### config.mk
export PLATFORM = sky130hd
export DESIGN_NAME = mul_operand_stage
export DESIGN_NICKNAME = d
export VERILOG_FILES = /design/src/verilog/mul_pkg.sv /design/src/verilog/mul_operand_stage.sv
export SDC_FILE = /design/constraint.sdc
export NUM_CORES = 1
export LEC_CHECK = 0
export CAP_MARGIN = 10
export CORE_UTILIZATION = 35
export DETAILED_ROUTE_END_ITERATION = 6
export DONT_BUFFER_PORTS = 1
export PLACE_DENSITY = 0.48
export SLEW_MARGIN = 20
export SYNTH_ARGS = -nofsm -noshare
export SYNTH_HDL_FRONTEND = slang
export SYNTH_SLANG_ARGS = --single-unit
### constraint.sdc
create_clock -name clk -period 0.8 [get_ports clk]
set_input_delay 0.04 -clock clk [delete_from_list [all_inputs] [get_ports clk]]
set_output_delay 0.04 -clock clk [all_outputs]
set_load 0.005 [all_outputs]
### src/verilog/mul_pkg.sv
/*
  Shared types for the two-stage multiply unit.
  Import this package into any module that handles requests, stage data or products.
*/

package mul_pkg;

  // ==========================================================
  // Basic word types
  // ==========================================================

  // Operand and result word of the integer core
  typedef logic [31:0] mul_word_t;

  // Full double-width product
  typedef logic [63:0] mul_prod_t;

  // ==========================================================
  // Opcodes and pipeline structs
  // ==========================================================

  // The low word does not depend on signedness, so it has one opcode only
  typedef enum logic [1:0] {
    MUL_LO    = 2'd0,
    MUL_HI_SS = 2'd1,
    MUL_HI_SU = 2'd2,
    MUL_HI_UU = 2'd3
  } mul_op_e;

  // Request as it arrives at the top level
  typedef struct packed {
    mul_op_e   op;
    mul_word_t a;
    mul_word_t b;
  } mul_req_t;

  // Operands after sign removal, plus the sign to apply to the product
  typedef struct packed {
    mul_op_e   op;
    mul_word_t a_mag;
    mul_word_t b_mag;
    logic      neg;
  } mul_stage_t;

endpackage

### src/verilog/mul_operand_stage.sv
/*
  First pipeline stage of the multiply unit.
  Decodes the opcode, strips the sign from signed operands and registers
  the magnitudes, the product sign, the opcode, the tag and the valid bit.
*/

`timescale 1ns/1ps

module mul_operand_stage import mul_pkg::*; #(
  parameter int TAG_W = 4
) (
  input  logic             clk,
  input  logic             rst_n,
  input  logic             req_valid,
  input  mul_req_t         req,
  input  logic [TAG_W-1:0] req_tag,
  output logic             stage_valid,
  output mul_stage_t       stage,
  output logic [TAG_W-1:0] stage_tag
);

  logic       a_signed;
  logic       b_signed;
  logic       a_neg;
  logic       b_neg;
  mul_stage_t stage_d;

  // a is signed for both signed high-word forms, b only for signed by signed
  assign a_signed = (req.op == MUL_HI_SS) || (req.op == MUL_HI_SU);
  assign b_signed = (req.op == MUL_HI_SS);

  // An operand is only negative when it is treated as signed
  assign a_neg = a_signed & req.a[31];
  assign b_neg = b_signed & req.b[31];

  // Build the next stage word
  always_comb begin
    stage_d.op    = req.op;
    // The most negative value maps to 2^31, which is still correct unsigned
    stage_d.a_mag = a_neg ? -req.a : req.a;
    stage_d.b_mag = b_neg ? -req.b : req.b;
    stage_d.neg   = a_neg ^ b_neg;
  end

  // Registers load on every edge; valid tells the next stage what is real
  always_ff @(posedge clk or negedge rst_n) begin
    if (!rst_n) begin
      stage_valid <= 1'b0;
      stage       <= '0;
      stage_tag   <= '0;
    end else begin
      stage_valid <= req_valid;
      stage       <= stage_d;
      stage_tag   <= req_tag;
    end
  end

endmodule

# Yosys cells after proc, flatten, opt, wreduce, memory -nomap -nowiden
# Cells that the tools add are included.
[totals]
ff_bits = 72
output_inout_bits = 72
word_cells = 16
[op_classes]
addsub = 2
n_eq_ne = 2
n_mux = 2
bitwise_logic = 3
n_reduce_logical = 1
[ops]
columns = ["cell", "n"]
rows = [
  ["32-bit two-way mux", 2],
  ["32-bit negation", 2],
  ["1-bit bitwise AND", 2],
  ["2-bit by 1-bit equality test with 1-bit output (second input constant)", 1],
  ["2-bit equality test (second input constant)", 1],
  ["1-bit logical OR", 1],
  ["1-bit XOR", 1],
]

# Logic depth before layout (Yosys ltp)
[depth]
word_depth = 4
ltp_mapped = 7
depth_no_buf = 6

# Worst setup path before layout
# Ideal clock, no wire load.
[synth_timing]
path_type = "input port to flip-flop"
start = "input req[10] (netlist bit)"
end = "register stage[28] (netlist bit)"
arrival_ps = 1979
setup_slack_ps = -1259
cell_stages = 6
n_path_buf = 1
path_cell_list = "or4_4 > or4_4 > or4b_1 > buf_6 > o31ai_4 > xnor2_1"
[synth_rtl]
columns = ["item", "line", "text"]
rows = [
  ["start, declared", "mul_operand_stage.sv:15", "input mul_req_t req,"],
  ["end signal, assigned", "mul_operand_stage.sv:53", "stage <= stage_d;"],
  ["end, declared", "mul_operand_stage.sv:18", "output mul_stage_t stage,"],
]

==> flow_metrics.tcl <==
set metrics [dict create \
    outcome "finished with violations" \
    violations "design-rule violations, negative hold slack, negative setup slack" \
    fmax_ghz 0.583 \
    critical_path_class "in2reg" \
    synth_warnings 0 \
    period_share_pct 215 \
    worst_pin_slew_ns 0.311 \
    hold_class "in2async" \
    initial_core_util_pct 36.4 \
    max_stage_delay_ns 0.63 \
    fp.dieW_um 97.7 \
    endpoint_kind "register" \
    grt_pass1_vias 2846 \
    finalHoldViolCount 72 \
    grt.total_usage_pct 19.6 \
    via_count 2568 \
    async_flop_share_pct 100 \
    worst-path-max-fanout 7 \
    die_area_um2 9540 \
    max_cap_viol_count 0 \
    relSlewSlack_pct 79.1 \
    synth_seq_cells 72 \
    p_total_w 0.00915 \
    hpwl_um 5460 \
    final_max_slew_viol_count 0 \
    synth_cell_types 32 \
    viasPerCell 4.91 \
    antenna_found_initial 0 \
    drc 26 \
    final_layout_size_suffix_gt1_share_pct 38.8 \
    grt_max_degree 73 \
    powerDensity_nw_per_um2 1710 \
    final_cell_mix "72 x dfrtp_1, 62 x dlygate4sd3_1, 36 x buf_4" \
    synth-edff-count 0 \
    layout_commonest_cell "dfrtp_1" \
    path_buf_inv 0 \
    crit_top_cell "or4_4" \
    finalInstanceArea_um2 5360 \
    drt_iter0_drc 66 \
    rsz0062_at_grt "true" \
    nets 486 \
    synthesis.nets 358 \
    crit_path_top_delay_cell "or4b_4" \
    grt_pass1_wl_um 14300 \
    fin_hold_ws_ns -0.610 \
    routed_wl_um 9340 \
    cp.required_ns 1.05 \
    path_clk_slew_ns 0.08 \
    synthesis.area_um2 3200 \
    setup_slack_ns -0.917 \
    antenna_left 0 \
    placed_area_um2 3860 \
    dr.pass1.iters 6 \
    place_congestion 0.737 \
    overflow 0 \
    fin_crit_ns 1.72 \
    crit_family "simple AND/OR/NAND/NOR gates" \
    row_count 34 \
    clock_path_buffers 2 \
    die_y_um 97.7 \
    synthFlopType "dfrtp_1" \
    num_antenna_cells 0 \
    cts_buffers 9 \
    cts_max_level 3 \
    port_buffers 0 \
    leakage_nw 2.28 \
    vdd_drop_max_uv 717 \
    cp.arrival_ns 1.97 \
    ios 145 \
    cts_sinks 72 \
    post_drt_wl_per_cell_um 17.9 \
    fin_util_pct 60.8 \
    cts-root-buf "clkbuf_8" \
    start_kind "primary input" \
    avgSynthCellArea_um2 11.4 \
    synthCells 282 \
    cts_tree "done" \
    setup_violations 46 \
    path_cells "or4_4, or4_4, or4b_4, o31ai_4, xnor2_1" \
    syn_to_final_growth_pct 67.2 \
    ys_seq_area_share_pct 56.3 \
    core-area_um2 8810 \
]
-- sequential cells by signal (all words and copies together), names as in the netlist --
register,count
stage_tag,4
stage,67
stage_valid,1
-- stage by stage --
step / cells / TNS [ns] / hold slack (ns) / worst slack (ns)
final: 523 / -20.65 / -0.610 / -0.917
after global placement: 415 / -40.37 / -0.254 / -1.32
after detailed placement: 415 / -40.70 / -0.254 / -1.35
after global routing: 523 / -22.39 / -0.644 / -0.948
after CTS: 507 / -38.48 / -0.635 / -0.939
after floorplan: 282 / -33.53 / -0.256 / -1.26
-- power breakdown --
part	internal (W)	switching [W]
clock	0.00224	0.00135
sequential	0.00400	0.000209
combinational	0.000760	0.000593
-- synth_stat cells (2+ instances only) --
master	n	area share, %
dfrtp_1	72	56
xor2_1	30	8.2
xnor2_1	29	7.9
nor2_1	24	2.8
a21oi_1	19	3.0
o21ai_0	13	2.0
nand2_1	11	1.3
nor3_1	8	1.3
or4_1	8	1.9
inv_1	7	0.82
o31ai_1	7	1.6
and2_1	6	1.2
nor4_1	6	1.2
or3_1	6	1.2
clkbuf_1	5	0.59
a31oi_1	3	0.59
ha_1	3	1.2
o31ai_4	3	2.0
o41ai_1	3	0.82
or2_2	3	0.59
nand2b_1	2	0.39
nor3b_1	2	0.47
o21ai_1	2	0.31
or4_4	2	0.70
-- per-layer routing --
| metal | part of all wire, % | track usage [%] |
|---|---|---|
| met1 | 39 | 22.2 |
| met2 | 54 | 35.2 |
| met3 | 5.8 | 4.96 |
| met4 | 0.94 | 7.23 |
| met5 | 0 | 0 |
-- cells by family (layout without fill, tap and decap cells) --
| family | after synthesis | count (layout) | share of synthesized area [%] |
|---|---|---|---|
| AOI/OAI and AO/OA | 51 | 51 | 10.6 |
| xor gates and xnor gates | 59 | 59 | 16.1 |
| adders and majority gates | 3 | 3 | 1.17 |
| buffers and inverters | 14 | 146 | 1.88 |
| DFF | 72 | 72 | 56.3 |
| and+or+nand+nor | 83 | 84 | 14.0 |
-- path summary, 6_finish.rpt --
path / from / to / slack [ns] / cells past startpoint
max: req[10] / stage[30] / -0.92 / 5
min: rst_n / stage[24] / -0.61 / 0
max in group asynchronous: rst_n / stage[38] / 1.30 / 0
min in group clk: req[1] / stage[2] / 0.01 / 3
-- layout make-up --
type / count / area (um2)
fill: 740 / 3450
multi-input combinational: 197 / 1930
sequential: 72 / 1800
timing repair buffer: 123 / 1190
clock buffer: 11 / 151
tap: 108 / 135
clock inverter: 5 / 103
inverter: 7 / 41.3
-- what timing repair did --
item	in CTS	in global routing
setup endpoints to repair	52	93
pin swaps	22	27
resized for setup	31	66
hold buffers	70	5
cloned	0	2
endpoints found under the hold margin	143	77
setup buffers	6	10
(Power assumes the default switching activity.)
