$ cat src/verilog/mul_pkg.sv
/*
  Shared types for the two-stage multiply unit.
  Import this package into any module that handles requests, stage data or products.
*/

package mul_pkg;

  // ==========================================================
  // Basic word types
  // ==========================================================

  // Operand and result word of the integer core
  typedef logic [31:0] mul_word_t;

  // Full double-width product
  typedef logic [63:0] mul_prod_t;

  // ==========================================================
  // Opcodes and pipeline structs
  // ==========================================================

  // The low word does not depend on signedness, so it has one opcode only
  typedef enum logic [1:0] {
    MUL_LO    = 2'd0,
    MUL_HI_SS = 2'd1,
    MUL_HI_SU = 2'd2,
    MUL_HI_UU = 2'd3
  } mul_op_e;

  // Request as it arrives at the top level
  typedef struct packed {
    mul_op_e   op;
    mul_word_t a;
    mul_word_t b;
  } mul_req_t;

  // Operands after sign removal, plus the sign to apply to the product
  typedef struct packed {
    mul_op_e   op;
    mul_word_t a_mag;
    mul_word_t b_mag;
    logic      neg;
  } mul_stage_t;

endpackage

$ cat src/verilog/mul_result_stage.sv
/*
  Second pipeline stage of the multiply unit.
  Applies the sign to the core product, picks the low or high word
  and registers the response with its tag.
*/

`timescale 1ns/1ps

module mul_result_stage import mul_pkg::*; #(
  parameter int TAG_W = 4
) (
  input  logic             clk,
  input  logic             rst_n,
  input  logic             stage_valid,
  input  mul_stage_t       stage,
  input  logic [TAG_W-1:0] stage_tag,
  input  mul_prod_t        prod,
  output logic             resp_valid,
  output mul_word_t        resp_result,
  output logic [TAG_W-1:0] resp_tag
);

  mul_prod_t prod_sgn;
  mul_word_t result_d;

  // Negating the full 64-bit product gives the two's complement result
  assign prod_sgn = stage.neg ? -prod : prod;

  // Word selection by opcode
  always_comb begin
    case (stage.op)
      MUL_LO:  result_d = prod_sgn[31:0];
      // All three high-word forms differ only in the sign handling above
      default: result_d = prod_sgn[63:32];
    endcase
  end

  // Response registers, valid for exactly one cycle per request
  always_ff @(posedge clk or negedge rst_n) begin
    if (!rst_n) begin
      resp_valid  <= 1'b0;
      resp_result <= '0;
      resp_tag    <= '0;
    end else begin
      resp_valid  <= stage_valid;
      resp_result <= result_d;
      resp_tag    <= stage_tag;
    end
  end

endmodule

$ cat config.mk
export PLATFORM = sky130hd
export DESIGN_NAME = mul_result_stage
export DESIGN_NICKNAME = d
export VERILOG_FILES = /design/src/verilog/mul_pkg.sv /design/src/verilog/mul_result_stage.sv
export SDC_FILE = /design/constraint.sdc
export NUM_CORES = 1
export LEC_CHECK = 0
export ABC_AREA = 1
export BUFFER_PORTS_ARGS = -buffer_cell sky130_fd_sc_hd__buf_2
export CORE_MARGIN = 4
export CORE_UTILIZATION = 30
export DETAILED_ROUTE_END_ITERATION = 16
export PLACE_DENSITY = 0.54
export SLEW_MARGIN = 20
export SYNTH_ARGS = -nofsm -noshare
export SYNTH_HDL_FRONTEND = slang
export SYNTH_SLANG_ARGS = --single-unit
$ cat constraint.sdc
create_clock -name clk -period 0.86 [get_ports clk]
set_clock_uncertainty 0.1 [all_clocks]
set_input_delay 0.043 -clock clk [delete_from_list [all_inputs] [get_ports clk]]
set_output_delay 0.043 -clock clk [all_outputs]
set_load 0.05 [all_outputs]
# Word-level counts from Yosys, hierarchy flattened
# Cells that the tools add are included.
[totals]
out_inout_bits = 37
latchBits = 0
mem_bits_rw = 0
romBits = 0
in_bits = 138
register_bits = 37
wordCells = 7
mem_count = 0
[classes]
n_eq_ne = 0
add_sub_neg = 1
magnitude_cmp = 0
bitwise_logic = 0
mux = 2
reduce_logical = 1
shift = 0
mul = 0
div = 0
[ops]
columns = ["cell", "n"]
rows = [
  ["$mux W64", 1],
  ["$neg A64 Y64", 1],
  ["$mux W32", 1],
  ["$logic_not A2 Y1", 1],
]

# Longest topological paths before layout
[depth]
depth_word = 3
mapped_depth = 11
depth_no_buf = 11

# Least setup slack after synthesis
# Ideal clock, no wire load.
[synth_timing]
path_type = "input-to-reg"
startpoint = "in prod[0]"
endpoint = "reg resp_result[18]"
path_slack_ns = -0.540
path_buffers = 0
setup_time_ns = 0.121
arrival_time_ns = 1.179
t_required_ns = 0.639
path_stages = 11
path_cell_list = "inv_1 ha_1 nand3_4 nor2_4 nand3_1 nor2_1 nand2_1 nand2_1 nand2_1 nand3_1 nand2_1"
[synth_via]
elab_chain_len = 3
[synth_rtl]
columns = ["element", "line_no", "source"]
rows = [
  ["from (decl)", "mul_result_stage.sv:17", "input mul_prod_t prod,"],
  ["$neg A64 Y64", "mul_result_stage.sv:27", "assign prod_sgn = stage.neg ? -prod : prod;"],
  ["$mux W64", "mul_result_stage.sv:27", ""],
  ["$mux W32", "mul_result_stage.sv:31", "case (stage.op)"],
  ["net result_d[18]", "mul_result_stage.sv:24", "mul_word_t result_d;"],
  ["to (signal assigned)", "mul_result_stage.sv:46", "resp_result <= result_d;"],
  ["to (decl)", "mul_result_stage.sv:19", "output mul_word_t resp_result,"],
]
# The timed path passes the listed nets, and every way through them passes these cells.

# Final worst setup path
[layout_timing]
startpoint = "in prod[0]"
endpoint = "reg resp_result[26]"
# Same word-level chain as after synthesis.

==> results.md <==
* Cell types occupying the most area after synthesis: dfrtp_1, nand2_1, nand3_1
* Compound-gate portion of the synthesized area at 0.111
* Time the worst path needs with I/O delays and setup at between 1000 and 1500 ps
* Final Cycle Share at 1.54
* Switching pwr at 0.00277 W
* Worst-case setup slack after placement at -863 ps
* Dominant register cell in the synthesized netlist: dfrtp_1
* Dominant cell by count in the synthesized netlist: nand2_1
* Yosys top cell area share at 0.255
* Synth Area in Simple Gates at 0.546
* Arr. time, crit path at 1410 ps
* Utilization after layout at 0.612
* Initial Util at 0.313
* Instance area after placement at 5490 sq um
* Setup repair after global routing missed its margin: true
* Multiplexer share of the synthesized area at 0
* Largest family of logic cells by synthesized area: simple AND/OR/NAND/NOR gates
* Final Instance Count excl. Fillers at between 1000 and 1500
* Clock slew seen by the registers of the worst setup and hold paths at 60 ps
* Max-cap violations at 0
* Cells after Synth at roughly 640
* Via count of the first global-routing pass at about 5400
* Total core area at around 12000 sq um
* Final max-slew violation count at 0
* Distinct cells, synth at 28
* Width of the die at 118 um
* Synthesized netlist net count at between 700 and 800
* Synth-to-layout area growth at 95.8%
* Netlist area before placement at 3630 sq um
* Worst hold slack at between 0.7 and 0.8 ps
* Async S/R FF share, synth at 1.00
* Worst Setup End Kind: register
* Antenna cell count at 0
* All-layer global routing usage at 0.258
* Row cnt at 39
* Leading cell types by count after synthesis: nand2_1, nor2_1, nand3_1, inv_1, dfrtp_1
* Via total after detailed routing at between 5000 and 6000
* Switching part of the total at 0.393
* Min-Delay Path Class: primary input to register
* Worst-margin pin slew at 319 ps
* Die height at roughly 120 um
* GRT overflow at 0
* Count of flip-flops with a built-in enable after synthesis at 0
* Clock tree buffer depth at 2
* Post-DP HPWL at 14100 um
* First-pass detailed-route iteration total at 5
* Xor and xnor area share after synthesis at 0
* Setup Viol. Count Final at 69
* DRC errors left at 0
* Portion of the post-synthesis area used by sequential elements at 0.255
* Global-route wire length before repair at about 28000 um
* Input/output buffers at 110
* Proportion of power drawn by combinational gates at 0.451
* Yosys warning count at 0
* Drt first-iter violations at approximately 330
* Vias/cell at just under 5
* Initial antenna violation count at 0
* Clk network pwr share at 0.266
* Worst Setup Start Kind: primary input
* Leakage component of the power at around 3.4 nW
* Worst setup margin at -465 ps
* Routability congestion estimate at between 0.9 and 1
* CP required at roughly 950 ps
* # nets final at 1053
* Post-Synth Adder-Cell Area at 0.00345
* Worst rel slew slack at 0.785
* Final count of hold timing violations at 0
* Flip-flop and latch count after synthesis at 37
* Post-Layout Inst Area at between 7000 and 8000 sq um
* Maximum VDD drop at 680 uV
* H-tree lvl count at 2
* Average cell area after synthesis at between 5 and 6 sq um
* Number of routed nets with antenna violations at 0
* Root cell of the clock tree: clkbuf_16
* Setup Crit Path Kind: primary input to register
* Pint at roughly 0.0043 W
* Largest net degree at the start of global routing at 38
* Power per Cell Area at roughly 990 nW/um^2
* Average routed wire per standard cell at between 15 and 20 um
* Overall die area at ~14000 sq um
* Number of placed instances, taps included at 1014
* CTS tree: yes
* Violations in the final reports: negative setup slack
* Biggest area consumer among synthesized cells: dfrtp_1
* Highest clock rate at around 750 MHz
* Share of cells above drive strength 1 at 0.518
* Number of clock sinks seen by CTS at 37
* Status: finished with violations
* Routed wire length at 17900 um
* Sequential share of power at 0.283
* CTS buffer count at 5
* CP Max Fanout at 4
* Count of boundary I/O pins at around 180
-- cells by family (layout without fill, tap and decap cells) --
logic type | count (synthesis) | after routing
DFF | 37 | 37
adders and majority gates | 1 | 1
buffers and inverters | 74 | 353
and+or+nand+nor | 453 | 454
AOI/OAI and AO/OA | 70 | 70
-- sequential cells by signal (all words and copies together), names as in the netlist --
name,flops
resp_result,32
resp_tag,4
resp_valid,1
-- metrics by stage --
step	total power, W	setup TNS, ps
3_5_place_dp	0.00451	-21420
5_1_grt	0.00738	-18060
2_1_floorplan	0.00335	-8420
4_1_cts	0.00700	-13460
3_3_place_gp	0.00449	-21190
6_report	0.00704	-14510
-- final cells by class --
cell class | count | area [sq um]
Fill cell | 1079 | 4510
Timing Repair Buffer | 286 | 2360
Inverter | 59 | 238
Multi-Input combinational cell | 525 | 3260
Clock buffer | 6 | 129
Sequential cell | 37 | 926
Tap cell | 143 | 179
Clock inverter | 2 | 10.0
-- final timing paths --
check                         start         endpoint  slack [ps]  cells past startpoint
min in group asynchronous     rst_n   resp_result[1]         130                      3
max in group asynchronous     rst_n   resp_result[3]         290                      3
hold / removal             prod[39]   resp_result[7]         0.8                      3
setup / recovery            prod[0]  resp_result[26]        -470                     12
-- cells in the final DEF, fill, tap and decap left out, types with 2 or more instances in the layout --
| master | n |
|---|---|
| inv_1 | 50 |
| nand2_4 | 19 |
| nand3_2 | 24 |
| nand3_1 | 62 |
| nor2_2 | 30 |
| clkinv_1 | 2 |
| o21ai_0 | 13 |
| buf_6 | 77 |
| buf_2 | 58 |
| dfrtp_1 | 37 |
| nand2_2 | 33 |
| nand3_4 | 7 |
| inv_4 | 3 |
| a31oi_1 | 2 |
| nor2_1 | 58 |
| a21oi_1 | 18 |
| buf_4 | 138 |
| nand3b_1 | 7 |
| or2_2 | 2 |
| nand4_1 | 11 |
| o21bai_1 | 3 |
| o21ai_1 | 12 |
| o21ai_2 | 9 |
| buf_12 | 4 |
| a21oi_2 | 5 |
| clkbuf_16 | 5 |
| clkinv_2 | 2 |
| inv_2 | 2 |
| nand2_1 | 154 |
| nor2_4 | 44 |
| o21ai_4 | 7 |
| dlygate4sd3_1 | 9 |
-- power by group through the flow --
stage	registers [W]	logic [W]	clock network, W
floorplan	0.00258	0.000770	0
global placement	0.00198	0.00251	0
detailed placement	0.00198	0.00253	0
CTS	0.00199	0.00307	0.00194
global route	0.00201	0.00339	0.00199
finish	0.00199	0.00318	0.00187
-- repair_timing --
item,4_1_cts,5_1_grt
endpoints found under the setup margin,69,69
resized for setup,275,53
pin swaps,83,49
hold buffers,9,0
gates cloned,1,0
setup buffers,20,8
endpoints found under the hold margin,45,0
-- routing by layer --
layer,vias up,part of all wire,GRT usage
met3,20,0.054,0.0461
met5,-,0,0
met2,157,0.48,0.436
met4,0,0.015,0.0593
met1,2440,0.45,0.342
li1,2608,-,-
-- worst max-delay path, stage by stage --
cell	delay, ps
buf_6	100
clkinvlp_4	70
ha_4	150
nand3_4	80
nor2_4	160
buf_6	130
nand3_4	100
nor2_4	210
buf_4	130
o21bai_1	50
nand3_1	110
nand2_1	70
No activity file was read; power rests on OpenSTA's default activity.
